File: src/hdl/tile_pkg.sv
package tile_pkg;

   localparam int ADDR_W  = 8;
   localparam int CNT_W   = 10;
   localparam int DELAY_W = 7;

   typedef logic [ADDR_W-1:0]  addr_t;
   typedef logic [CNT_W-1:0]   cnt_t;
   typedef logic [DELAY_W-1:0] delay_t;

   typedef enum logic {
      OP_MACC = 1'b0,
      OP_MSUB = 1'b1
   } mac_op_t;

   // Common sequencing states for the generators, the muladd control and the store.
   typedef enum logic [1:0] {
      AG_IDLE,
      AG_WAIT,
      AG_RUN,
      AG_DONE
   } agu_state_t;

   typedef struct packed {
      addr_t  start;
      addr_t  incr;
      addr_t  shift;
      cnt_t   iter;
      cnt_t   period;
      delay_t delay;
   } agu_cfg_t;

   typedef struct packed {
      mac_op_t opcode;
      cnt_t    iter;
      cnt_t    period;
      delay_t  delay0;
   } mac_cfg_t;

   typedef struct packed {
      addr_t  start;
      cnt_t   iter;
      cnt_t   period;
      delay_t delay;
   } store_cfg_t;

endpackage

File: src/hdl/addr_gen.sv
`timescale 1ns/1ps

module addr_gen import tile_pkg::*; (
   input  logic     clk,
   input  logic     rst,
   input  logic     run,
   input  logic     running,
   input  agu_cfg_t cfg,
   output addr_t    addr,
   output logic     done
);

   agu_state_t state;
   delay_t     dly;
   cnt_t       per;
   cnt_t       it;
   addr_t      base;
   addr_t      offs;
   addr_t      incr_q;
   addr_t      shift_q;
   cnt_t       iter_q;
   cnt_t       period_q;
   logic       step;
   logic       per_last;
   logic       it_last;

   // The wait state already shows the first address, so element 0 is taken
   // by the memory on the same edge that leaves the wait.
   assign step = running && !run &&
                 ((state == AG_WAIT && dly == '0 && iter_q != '0) || state == AG_RUN);

   assign per_last = (per + cnt_t'(1)) >= period_q;
   assign it_last  = (it + cnt_t'(1)) >= iter_q;

   always_ff @(posedge clk or posedge rst) begin
      if (rst) begin
         state    <= AG_IDLE;
         dly      <= '0;
         per      <= '0;
         it       <= '0;
         base     <= '0;
         offs     <= '0;
         incr_q   <= '0;
         shift_q  <= '0;
         iter_q   <= '0;
         period_q <= '0;
      end else if (run) begin
         state    <= AG_WAIT;
         dly      <= cfg.delay;
         per      <= '0;
         it       <= '0;
         base     <= cfg.start;
         offs     <= '0;
         incr_q   <= cfg.incr;
         shift_q  <= cfg.shift;
         iter_q   <= cfg.iter;
         period_q <= cfg.period;
      end else if (running) begin
         if (state == AG_WAIT && dly != '0) begin
            dly <= dly - delay_t'(1);
         end else if (state == AG_WAIT && iter_q == '0) begin
            // Nothing to stream.
            state <= AG_DONE;
         end else if (step) begin
            state <= AG_RUN;
            if (per_last) begin
               // Next iteration starts shift words further on.
               per  <= '0;
               offs <= '0;
               base <= base + shift_q;
               it   <= it + cnt_t'(1);
               if (it_last) begin
                  state <= AG_DONE;
               end
            end else begin
               per  <= per + cnt_t'(1);
               offs <= offs + incr_q;
            end
         end
      end
   end

   // Address arithmetic wraps at the memory size.
   assign addr = base + offs;
   assign done = (state == AG_DONE);

endmodule

File: config.mk
export PLATFORM = sky130hd
export DESIGN_NAME = addr_gen
export DESIGN_NICKNAME = d
export VERILOG_FILES = /design/src/hdl/tile_pkg.sv /design/src/hdl/addr_gen.sv
export SDC_FILE = /design/constraint.sdc
export NUM_CORES = 1
export LEC_CHECK = 0
export BUFFER_PORTS_ARGS = -buffer_cell sky130_fd_sc_hd__buf_2
export CORE_UTILIZATION = 50
export DETAILED_ROUTE_END_ITERATION = 10
export GPL_TIMING_DRIVEN = 0
export HOLD_SLACK_MARGIN = 0.05
export PLACE_DENSITY = 0.68
export SETUP_SLACK_MARGIN = 0.4
export SYNTH_ARGS = -nofsm -noshare
export SYNTH_HDL_FRONTEND = slang
export SYNTH_SLANG_ARGS = --single-unit
File: constraint.sdc
create_clock -name clk -period 3.5 [get_ports clk]
set_clock_uncertainty 0.15 [all_clocks]
set_input_delay 0.35 -clock clk [delete_from_list [all_inputs] [get_ports clk]]
set_output_delay 0.35 -clock clk [all_outputs]
set_load 0.02 [all_outputs]
* Yosys cells after proc, flatten, opt, wreduce, memory -nomap -nowiden
Cells that the tools add are included.
Cells by class: add/subtract/negate cells 6, $lt $le $gt $ge 2, equality and inequality tests 5, mux-type cells 34, reduce and logical (&&, ||, !) cells 21
Operators with widths (number):
- $mux W10 | 12
- $mux W8 | 12
- $add A8 B8 Y8 | 3
- $mux W7 | 3
- $add A10 B1 Y10 const B | 2
- $ge A10 B10 Y1 | 2
- $logic_not A10 Y1 | 1
- $mux W2 | 5
- $reduce_bool A10 Y1 | 1
- $reduce_bool A2 Y1 | 4
- $logic_not A7 Y1 | 1
- $reduce_bool A7 Y1 | 1
- $sub A7 B1 Y7 const B | 1
- $logic_and A1 B1 Y1 | 6
- $reduce_and A5 Y1 | 1
- $eq A2 B2 Y1 const B | 2
- $ne A2 B2 Y1 const B | 2
- $reduce_and A4 Y1 | 1
- $reduce_and A3 Y1 | 1
- $reduce_bool A3 Y1 | 1
- $eq A2 B1 Y1 const B | 1
- $mux W1 | 2
- $reduce_and A2 Y1 | 1
- $logic_not A1 Y1 | 1
- $logic_or A1 B1 Y1 | 1
Storage, ports and cells: bits in registers 81, input port bits 55, output and inout port bits 9

* Logic depth before layout (Yosys ltp)
depth in word-level cells 10, depth in mapped cells 14, gate-level depth less buffers 12

* Worst setup path after synthesis
Ideal clock, no wire load.
kind reg2reg, from reg per[0], to reg base[5], arrival 2.905 ns, data required time 3.225 ns, setup slack 0.320 ns, stages on the path, launching flop included 14, path buffers 1, path through dfrtp_1 -> ha_1 -> nand3_1 -> nor3_1 -> nand3_1 -> xnor2_1 -> ha_1 -> o21a_1 -> nor2_1 -> nor4b_1 -> buf_4 -> o21ai_4 -> mux2_4 -> mux2_2
On the way: word-level cells in the longest chain between the ends 4
RTL lines:
- start, declared | RTL line addr_gen.sv:15 | cnt_t per;
- start signal, assigned | RTL line addr_gen.sv:76 | per <= per + cnt_t'(1);
- $add A10 B1 Y10 | RTL line addr_gen.sv:32 | assign per_last = (per + cnt_t'(1)) >= period_q;
- $ge A10 B10 Y1 | RTL line addr_gen.sv:32
- $reduce_bool A2 Y1 (no line)
- $reduce_and A5 Y1 (no line)
- end signal, assigned | RTL line addr_gen.sv:52 | base <= cfg.start;
- end signal, assigned | RTL line addr_gen.sv:70 | base <= base + shift_q;
- end, declared | RTL line addr_gen.sv:17 | addr_t base;
No other way between the ends. A chain may end at the register's enable or synchronous reset.

* Worst setup path after layout
from reg per[1], to reg base[5]
The elaborated chain is that of the path after synthesis.

==> impl_metrics.json <==
{
  "status": "finished clean",
  "netlist_instances": 528,
  "port_buffers": 62,
  "dp_cells": 724,
  "grt_max_degree": 57,
  "ys_warn_count": 0,
  "timing_worst_setup_path_type": "flop to flop",
  "die_area_um2": 10500,
  "multi_input_area_um2": 2840,
  "grt_overflow": 0,
  "grtUsageTotal_pct": 25.5,
  "path_delay_family": "simple AND/OR/NAND/NOR gates",
  "n_antenna_cell": 0,
  "start_util_pct": 51.4,
  "die_y_um": 102,
  "hold_path_class": "input port to flop",
  "drc": 0,
  "drt-initial-drc-count": 187,
  "syn_area_um2": 5020,
  "vias_per_cell": 5.51,
  "min_period_ns": 3.11,
  "ff_latch_area_um2": 2030,
  "synth_seq_area_share_pct": 40.3,
  "synth-adder-area-share_pct": 12.4,
  "synth_flop_cell": "dfrtp_1",
  "crit_slowest_cell": "dfrtp_1",
  "grt_first_pass_wirelength_um": 20100,
  "ys_async_sr_fraction_pct": 100,
  "htreeDepth": 3,
  "setup_viol": 0,
  "die_w_um": 102,
  "synth_nets": 631,
  "antenna_found_initial": 0,
  "ir_drop_v": 0.000226,
  "cts_buffer_depth": 2,
  "leakage_nw": 2.95,
  "synth-seq-cells": 81,
  "instances_no_fill": 760,
  "p_total_mw": 2.21,
  "worst_slack_ns": 0.394,
  "wl_per_cell_um": 16.3,
  "crit_top_cell": "buf_4",
  "synth_top_family_by_area": "compound AO/OA/AOI/OAI gates",
  "synth.distinct_cells": 53,
  "grt_pass1_vias": 4216,
  "crit_path_start_kind": "flop",
  "fin_nets": 725,
  "slew_violations": 0,
  "clkTransAtPathRegs_ns": 0.09,
  "postLayoutCellArea_um2": 6010,
  "synth_compound_area_share_pct": 14.4,
  "endpoint_kind": "flop",
  "cts_root_buffer": "clkbuf_8",
  "rsz0062_at_grt": "true",
  "relSlewSlack_pct": 44.4,
  "p_per_area_nw_per_um2": 368,
  "path_max_fanout": 5,
  "place_hpwl_um": 8780,
  "vias": 4186,
  "cts_inserted_buffers": 9,
  "boundaryPins": 64,
  "maxCapViolCount": 0,
  "clock_latency_ns": 0.36,
  "routed_wl_um": 12400,
  "synth_edf_count": 0,
  "pre_cts_slack_ns": -0.0489,
  "finalSetupTns_ns": 0,
  "cp.arrival_ns": 3.20,
  "timing_hold_violations_final": 0,
  "fin_crit_sh_pct": 88.7,
  "drive_gt1_share_pct": 22.5,
  "area_growth_pct": 19.6,
  "drtAntennaViolNets": 0,
  "worstMarginPinSlew_ns": 0.834,
  "cts_tree": "yes",
  "rows": 36,
  "final_util_pct": 61.5,
  "fillers": 868,
  "synthXorXnorAreaFrac_pct": 8.37,
  "holdWs_ns": 0.0467,
  "avgSynthCellArea_um2": 9.51,
  "dpl-instance-area_um2": 5540,
  "worst-path-buf-inv": 2,
  "cts.sink_count": 81,
  "coreArea_um2": 9770,
  "synth_mux_area_share_pct": 5.55,
  "clock.fmax_ghz": 0.322,
  "cpPeakStageDelay_ns": 0.41,
  "place_congestion": 0.843,
  "first_pass_iters": 4,
  "synth_simple_gate_area_share_pct": 14.1,
  "cp_cell_sequence": "buf_4 > nand3_2 > nor2_4 > nand3_1 > xnor2_2 > ha_1 > o21a_1 > nor2_2 > nor4b_2 > buf_4 > o21ai_4 > mux2_4 > mux2_2",
  "critPathRequiredTime_ns": 3.59
}
flip-flops by register name, summed over array words and instances, names as in the netlist:
signal and cells:
offs 8, shift_q 8, period_q 10, per 10
incr_q 8, it 10, dly 7, state 2
base 8, iter_q 10
kinds of logic (layout without fill, tap and decap cells):
kind of cell / Yosys count / in the layout
and+or+nand+nor: 149 / 149
AOI/OAI and AO/OA: 118 / 118
DFF: 81 / 81
buffers and inverters: 59 / 158
adders and majority gates: 48 / 48
xor gates and xnor gates: 48 / 48
muxes: 25 / 25
synthesized netlist by cell type (all sizes together), types with 2 or more instances:
cell type  number  area [um2]
a211o           2        17.5
a21o            5        37.5
a21oi          33         165
a2bb2oi         3        26.3
a32oi           2        17.5
and3            5        31.3
buf             9        53.8
clkbuf         13        48.8
dfrtp          81        2030
fa              3        60.1
ha             45         563
inv            37         139
mux2           20         229
mux2i           5        50.1
nand2          62         233
nand3          20         100
nand4           2        12.5
nor2           26        97.6
nor2b           8        50.1
nor3            6        41.3
nor4            3        25.0
o2111ai         2        17.5
o211ai         10        75.1
o21a            4        30.0
o21ai          44         231
o21bai          2        15.0
o32ai           3        26.3
or2             3        18.8
or3             8        50.1
xnor2          23         201
xor2           25         219
layout make-up:
type	count	share of cell area, %
clock inverter	4	1.27
timing repair buffer	83	8.37
buffer	22	1.87
multi-input combinational	388	47.2
sequential	81	33.8
inverter	37	2.35
tap	133	2.77
clock buffer	12	2.42
layout by cell type, fill, tap and decap left out, drive strengths merged, types with 4 or more instances in the layout:
cell         count
nor2b            8
mux2            20
o21ai           44
nor3             6
mux2i            5
and3             5
o211ai          10
clkbuf          25
o21a             4
inv             37
xor2            25
or3              8
nand2           62
dlygate4sd3      6
a21oi           33
dfrtp           81
a21o             5
nand3           20
xnor2           23
ha              45
nor2            26
buf             86
path summary, 6_finish.rpt:
path,cells after the start,start,end,slack [ns]
setup reg to reg,13,per[1],base[5],0.39
setup / recovery,13,per[1],base[5],0.39
hold / removal,3,cfg[15],period_q[8],0.05
min in group asynchronous,3,rst,period_q[8],0.36
max in group asynchronous,4,rst,per[2],2.22
hold reg to reg,1,shift_q[5],shift_q[5],0.37
metal layers:
metal / up-vias / GRT usage, % / share of wire (%)
met5: - / 0 / 0
met4: 0 / 10.1 / 2.1
met3: 18 / 3.90 / 4.3
met2: 123 / 45.1 / 49
met1: 2024 / 31.1 / 44
li1: 2021 / - / -
tightest hold or removal path: stages:
cell and delay [ns]:
buf_2 0.07, nand2_1 0.04, o21ai_0 0.06
repair_timing:
item / 4_1_cts / 5_1_grt
endpoints found under the hold margin: 29 / 1
pin swaps: 3 / 2
setup endpoints to repair: 37 / 36
buffers inserted: 12 / 2
resized for setup: 18 / 2
gates cloned: 0 / 0
hold buffers: 5 / 1
power by group:
part / leakage, nW / switching, mW / total, mW / internal [mW]
Sequential: 1.02 / 0.0445 / 1.04 / 0.995
Clock: 0.107 / 0.364 / 0.788 / 0.424
Combinational: 1.82 / 0.213 / 0.382 / 0.170
(Power assumes the default switching activity.)
