File: src/hdl/tile_pkg.sv
package tile_pkg;

   localparam int ADDR_W  = 8;
   localparam int CNT_W   = 10;
   localparam int DELAY_W = 7;

   typedef logic [ADDR_W-1:0]  addr_t;
   typedef logic [CNT_W-1:0]   cnt_t;
   typedef logic [DELAY_W-1:0] delay_t;

   typedef enum logic {
      OP_MACC = 1'b0,
      OP_MSUB = 1'b1
   } mac_op_t;

   // Common sequencing states for the generators, the muladd control and the store.
   typedef enum logic [1:0] {
      AG_IDLE,
      AG_WAIT,
      AG_RUN,
      AG_DONE
   } agu_state_t;

   typedef struct packed {
      addr_t  start;
      addr_t  incr;
      addr_t  shift;
      cnt_t   iter;
      cnt_t   period;
      delay_t delay;
   } agu_cfg_t;

   typedef struct packed {
      mac_op_t opcode;
      cnt_t    iter;
      cnt_t    period;
      delay_t  delay0;
   } mac_cfg_t;

   typedef struct packed {
      addr_t  start;
      cnt_t   iter;
      cnt_t   period;
      delay_t delay;
   } store_cfg_t;

endpackage

File: src/hdl/muladd.sv
`timescale 1ns/1ps

module muladd import tile_pkg::*; #(
   parameter int DATA_W = 32
) (
   input  logic              clk,
   input  logic              rst,
   input  logic              run,
   input  logic              running,
   input  mac_cfg_t          cfg,
   input  logic [DATA_W-1:0] in0,
   input  logic [DATA_W-1:0] in1,
   output logic [DATA_W-1:0] out0,
   output logic              done
);

   agu_state_t state;
   delay_t     dly;
   cnt_t       per;
   cnt_t       it;
   mac_op_t    opcode_q;
   cnt_t       iter_q;
   cnt_t       period_q;
   logic       step;
   logic       per_last;
   logic       it_last;

   logic signed [DATA_W-1:0]   in0_reg;
   logic signed [DATA_W-1:0]   in1_reg;
   logic signed [2*DATA_W-1:0] prod_reg;
   logic signed [2*DATA_W-1:0] acc;

   assign step = running && !run &&
                 ((state == AG_WAIT && dly == '0 && iter_q != '0) || state == AG_RUN);

   assign per_last = (per + cnt_t'(1)) >= period_q;
   assign it_last  = (it + cnt_t'(1)) >= iter_q;

   // Control counts periods for the accumulator. The two extra delay cycles
   // cover the input and product registers ahead of it.
   always_ff @(posedge clk or posedge rst) begin
      if (rst) begin
         state    <= AG_IDLE;
         dly      <= '0;
         per      <= '0;
         it       <= '0;
         opcode_q <= OP_MACC;
         iter_q   <= '0;
         period_q <= '0;
      end else if (run) begin
         state    <= AG_WAIT;
         dly      <= cfg.delay0 + delay_t'(2);
         per      <= '0;
         it       <= '0;
         opcode_q <= cfg.opcode;
         iter_q   <= cfg.iter;
         period_q <= cfg.period;
      end else if (running) begin
         if (state == AG_WAIT && dly != '0) begin
            dly <= dly - delay_t'(1);
         end else if (state == AG_WAIT && iter_q == '0) begin
            state <= AG_DONE;
         end else if (step) begin
            state <= AG_RUN;
            if (per_last) begin
               per <= '0;
               it  <= it + cnt_t'(1);
               if (it_last) begin
                  state <= AG_DONE;
               end
            end else begin
               per <= per + cnt_t'(1);
            end
         end
      end
   end

   // Input, product, accumulator and output registers, one cycle apart.
   always_ff @(posedge clk or posedge rst) begin
      if (rst) begin
         in0_reg  <= '0;
         in1_reg  <= '0;
         prod_reg <= '0;
         acc      <= '0;
         out0     <= '0;
      end else if (running) begin
         in0_reg  <= in0;
         in1_reg  <= in1;
         prod_reg <= in0_reg * in1_reg;

         // The first product of each period restarts the sum.
         if (per == '0) begin
            acc <= prod_reg;
         end else if (opcode_q == OP_MACC) begin
            acc <= acc + prod_reg;
         end else begin
            acc <= acc - prod_reg;
         end

         out0 <= acc[DATA_W-1:0];
      end
   end

   assign done = (state == AG_DONE);

endmodule

File: config.mk
export PLATFORM = sky130hd
export DESIGN_NAME = muladd
export DESIGN_NICKNAME = d
export VERILOG_FILES = /design/src/hdl/tile_pkg.sv /design/src/hdl/muladd.sv
export SDC_FILE = /design/constraint.sdc
export NUM_CORES = 2
export LEC_CHECK = 0
export BUFFER_PORTS_ARGS = -buffer_cell sky130_fd_sc_hd__buf_2
export CAP_MARGIN = 0
export CORE_AREA = 3 3 310 312
export DETAILED_ROUTE_END_ITERATION = 10
export DIE_AREA = 0 0 313 315
export SLEW_MARGIN = 20
export SYNTH_ARGS = -nofsm -noshare
export SYNTH_HDL_FRONTEND = slang
export SYNTH_SLANG_ARGS = --single-unit
File: constraint.sdc
create_clock -name clk -period 6.7 [get_ports clk]
set_input_delay 1.34 -clock clk [delete_from_list [all_inputs] [get_ports clk]]
set_output_delay 1.34 -clock clk [all_outputs]
set_load 0.1 [all_outputs]
Word-level counts from Yosys, hierarchy flattened. Index checks and enable logic that the tools add are counted.

Add/subtract/negate cells: 6. $mul: 1. $lt $le $gt $ge: 2. Equal/unequal tests: 5. Muxes and demuxes: 24. Reduce and logical (&&, ||, !) cells: 22.

Operators with widths (number): 2-to-1 mux 64 bit (2); 2-to-1 mux 10 bit (12); adder 64 bit (1); multiplier 32 x 32 -> 64 bit (1); subtractor 64 bit (1); 2-to-1 mux 7 bit (3); adder 10 x 1 -> 10 bit, second input constant (2); >= comparator 10 bit (2); zero test 10 bit (2); 2-to-1 mux 2 bit (5); nonzero test 10 bit (1); nonzero test 2 bit (4); adder 7 x 2 -> 7 bit, second input constant (1); zero test 7 bit (1); nonzero test 7 bit (1); subtractor 7 x 1 -> 7 bit, second input constant (1); logical AND 1 bit (6); AND reduction 5 bit (1); equality test 2 bit, second input constant (2); != test 2 bit, second input constant (2); AND reduction 4 bit (1); AND reduction 3 bit (1); nonzero test 3 bit (1); equality test 2 x 1 -> 1 bit, second input constant (1); other kinds (4) (5).

Bits in registers: 274. Input bits: 96. Output and inout bits: 33. Logic and storage cells: 72.

Logic depth before layout (Yosys ltp).
Depth after elaboration: 10. Mapped depth: 29. Gate-level depth less buffers: 27.

Worst setup path after synthesis. No wires, ideal clock.

Path type: register to register. Start point: register in0_reg[13]. End point: register prod_reg[29]. Setup time: 0.125 ns. Arrival: 7.072 ns. Required time: 6.575 ns. Path slack: -0.497 ns. Cell stages (with the launch flop): 27. Buffers on the path: 2. Period minus slack after synthesis: 7.197 ns. Cells stage by stage: dfrtp_1 > clkbuf_1 > clkbuf_1 > and2_1 > fa_1 > fa_1 > fa_1 > inv_1 > fa_1 > inv_1 > fa_1 > inv_1 > fa_1 > inv_1 > fa_1 > inv_1 > fa_1 > inv_1 > ha_1 > a21oi_1 > and4b_1 > a21oi_1 > o211ai_1 > o31ai_1 > o21ai_0 > xor2_1 > mux2_2.

Word-level cells in the longest chain between the ends: 1.

Ends and longest elaborated chain: start, declared (line muladd.sv:28) `logic signed [DATA_W-1:0] in0_reg;`; start signal, assigned (line muladd.sv:87) `in0_reg <= in0;`; multiplier 32 x 32 -> 64 bit (line muladd.sv:89) `prod_reg <= in0_reg * in1_reg;`; end signal, assigned (line muladd.sv:89); end, declared (line muladd.sv:30) `logic signed [2*DATA_W-1:0] prod_reg;`.

Every way passes these cells. A chain may end at the register's enable or synchronous reset.

Worst setup path after layout.
Start point: register in1_reg[4]. End point: register prod_reg[29].

Word-level cells in the longest chain between the ends: 1.

Ends and longest elaborated chain: start, declared (line muladd.sv:29) `logic signed [DATA_W-1:0] in1_reg;`; start signal, assigned (line muladd.sv:88) `in1_reg <= in1;`; multiplier 32 x 32 -> 64 bit (line muladd.sv:89).

Every way passes these cells.

==> flow_summary.json <==
{
  "seq_area_frac_synth_pct": 18.8,
  "critPathKind": "reg2reg",
  "synth_edf_count": 0,
  "clk_pin_slew_worst_paths_ns": 0.06,
  "grt_max_degree": 159,
  "final_common_cell": "inv_1",
  "cts_made_buffers": 27,
  "overflow": 0,
  "cp-startpoint": "in1_reg[4]",
  "vias_per_cell": 4.58,
  "drv_cap": 0,
  "crit_arrival_ns": 7.44,
  "cts_htree_levels": 1,
  "report.final.slew_viol_count": 0,
  "antenna_found_initial": 4,
  "setup_slack_ns": -0.254,
  "ys_ff_latch": 210,
  "yosysUniqueCellTypes": 68,
  "dp_slack_ns": -0.585,
  "synth_top_family_by_area": "adder cells",
  "gp_congestion": 0.843,
  "post_drt_wl_per_cell_um": 16.9,
  "synth_area_per_cell_um2": 9.32,
  "grt_pass1_vias": 22400,
  "crit_fanout": 6,
  "place_hpwl_um": 61000,
  "root_buffer": "clkbuf_16",
  "drc_errors": 0,
  "grt_pass1_wl_um": 124000,
  "synthCells": 3002,
  "grt_usage_pct": 16.0,
  "synth_flop_cell": "dfrtp_1",
  "num_io_pins": 129,
  "hold_class": "reg2reg",
  "dr.pass1.iters": 5,
  "drive_gt1_share_pct": 21.9,
  "rr_worst_depth": 25,
  "core.rowCount": 112,
  "fp.dieW_um": 313,
  "async_flop_share_pct": 100,
  "synthAdderAreaFrac_pct": 38.6,
  "final_nets": 3978,
  "status": "finished with violations",
  "regToRegSetupSlack_ns": -0.25,
  "crit_end": "prod_reg[29]",
  "start_util_pct": 30.0,
  "crit_family": "adder cells",
  "drtIter0Drc": 1128,
  "timing.critical_path.depth": 25,
  "synth_mux_area_share_pct": 5.21,
  "finalSetupViolations": 9,
  "worst_skew_pair.late_latency_ns": 0.61,
  "yosys-top-cells-area": "fa_1 (29%), dfrtp_1 (19%), ha_1 (9.3%)",
  "crit_buf_inv": 7,
  "violations": "negative setup slack",
  "ys.warnings.count": 0,
  "max_stage_delay_ns": 0.55,
  "timing.rr.end": "prod_reg[29]",
  "synth_compound_area_share_pct": 6.96,
  "ant_nets": 0,
  "worstReg2RegStart": "in1_reg[4]",
  "dieArea_um2": 98600,
  "io_buffers": 128,
  "syn_nets": 3715,
  "yosysTopAreaCell": "fa_1",
  "vias": 20800,
  "relSlewSlack_pct": 26.6,
  "netlist_area_um2": 28000,
  "hold_buffers": 0,
  "tightest_slew_ns": 1.10,
  "area_delta_synth_final_pct": 19.8,
  "period_minus_slack_ns": 6.95,
  "cp_slowest_cell": "fa_2",
  "finClkSkew_ns": 0.0211,
  "cpMostUsedCell": "fa_1",
  "dieHeight_um": 315,
  "core_um2": 93300,
  "clock_sinks": 210,
  "final_cell_mix": "inv_1 (528), fa_1 (392), and2_1 (341), nand2_1 (270), buf_4 (207)",
  "post_synth_and_or_nand_nor_area_fraction_pct": 15.8,
  "synth_xor_area_share_pct": 5.16,
  "cts_tree": "done",
  "hold_viol": 0,
  "synth_top_cell_area_share_pct": 29.3,
  "fmax_ghz": 0.144,
  "period_share_pct": 104,
  "clk_path_buf_depth": 3,
  "endpoint_kind": "register",
  "rsz0062_at_grt": "true",
  "critical_path_required_ns": 7.19,
  "routed_wl_um": 76900,
  "start_kind": "register"
}
worst register-to-register path: cells and delay by family (launching register included):
family | cells | cell delay, ns
AOI/OAI and AO/OA | 5 | 0.91
and+or+nand+nor | 2 | 0.38
adders and majority gates | 9 | 4.21
DFF | 1 | 0.48
muxes | 1 | 0.26
buffers and inverters | 7 | 0.45
xor gates and xnor gates | 1 | 0.15
what timing repair did:
| item | in CTS | in global routing |
|---|---|---|
| pin swaps | 118 | 109 |
| buffers inserted | 25 | 10 |
| endpoints found under the setup margin | 14 | 17 |
| cloned | 1 | 0 |
| resized for setup | 114 | 89 |
through the flow:
step / instance area [um^2] / setup TNS [ns] / std cells / util, % / hold WS, ns
after global routing: 33500 / -3.63 / 4541 / 35.9 / 0.515
after global placement: 31500 / -4.44 / 4456 / 33.8 / 0.486
final: 33500 / -1.29 / 4541 / 35.9 / 0.498
after CTS: 33200 / -1.54 / 4532 / 35.5 / 0.505
after floorplan: 28100 / -0.447 / 3002 / - / 0.473
after detailed placement: 31500 / -4.84 / 4456 / 33.8 / 0.491
worst min path at each step:
stage | start | endpoint | slack, ns | cells past startpoint
4_1_cts | out0[15] | out0[15] | 0.50 | 1
2_1_floorplan | acc[21] | acc[21] | 0.47 | 1
5_1_grt | out0[11] | out0[11] | 0.51 | 1
3_3_place_gp | out0[7] | out0[7] | 0.49 | 1
6_report | out0[11] | out0[11] | 0.50 | 1
3_5_place_dp | out0[15] | out0[15] | 0.49 | 1
area by class of cell:
type	count	area [um^2]
clock buffer	39	761
antenna	1	2.50
tap	1254	1570
multi-input combinational	2085	20800
sequential	210	5280
timing repair buffer	376	2850
inverter	565	2120
clock inverter	11	155
fill	9513	59800
metal layers:
metal	wire length (um)	track usage, %	vias up
met5	13	0	-
li1	-	-	9821
met3	2820	1.64	100
met1	33600	20.9	10500
met4	2210	4.99	2
met2	38200	27.8	385
synth_stat cells, types with 6 or more instances:
master / number
xnor2_1: 127
or2_2: 6
nand2_1: 274
and3_1: 9
nor2_1: 92
a21o_1: 28
clkbuf_1: 137
o211ai_1: 8
a211oi_1: 7
fa_1: 409
dfrtp_1: 210
and2_1: 355
a21oi_1: 103
o21a_1: 15
mux2_2: 124
ha_1: 208
nand2b_1: 9
a31oi_1: 15
xor2_1: 36
or4_1: 6
inv_1: 565
nor2b_1: 10
or3_1: 12
o21ai_0: 87
nor4_1: 9
nand3_1: 31
o31ai_1: 11
nor3_1: 24
o21bai_1: 8
cell families after synthesis:
logic type	count (synthesis)
simple gates	856
buf+inv	707
fa+ha+maj	617
compound gates	318
flops	210
xor+xnor	164
mux	130
Power is not shown: default switching activity piles up to over one toggle a cycle in this logic, so the estimate is an artifact.
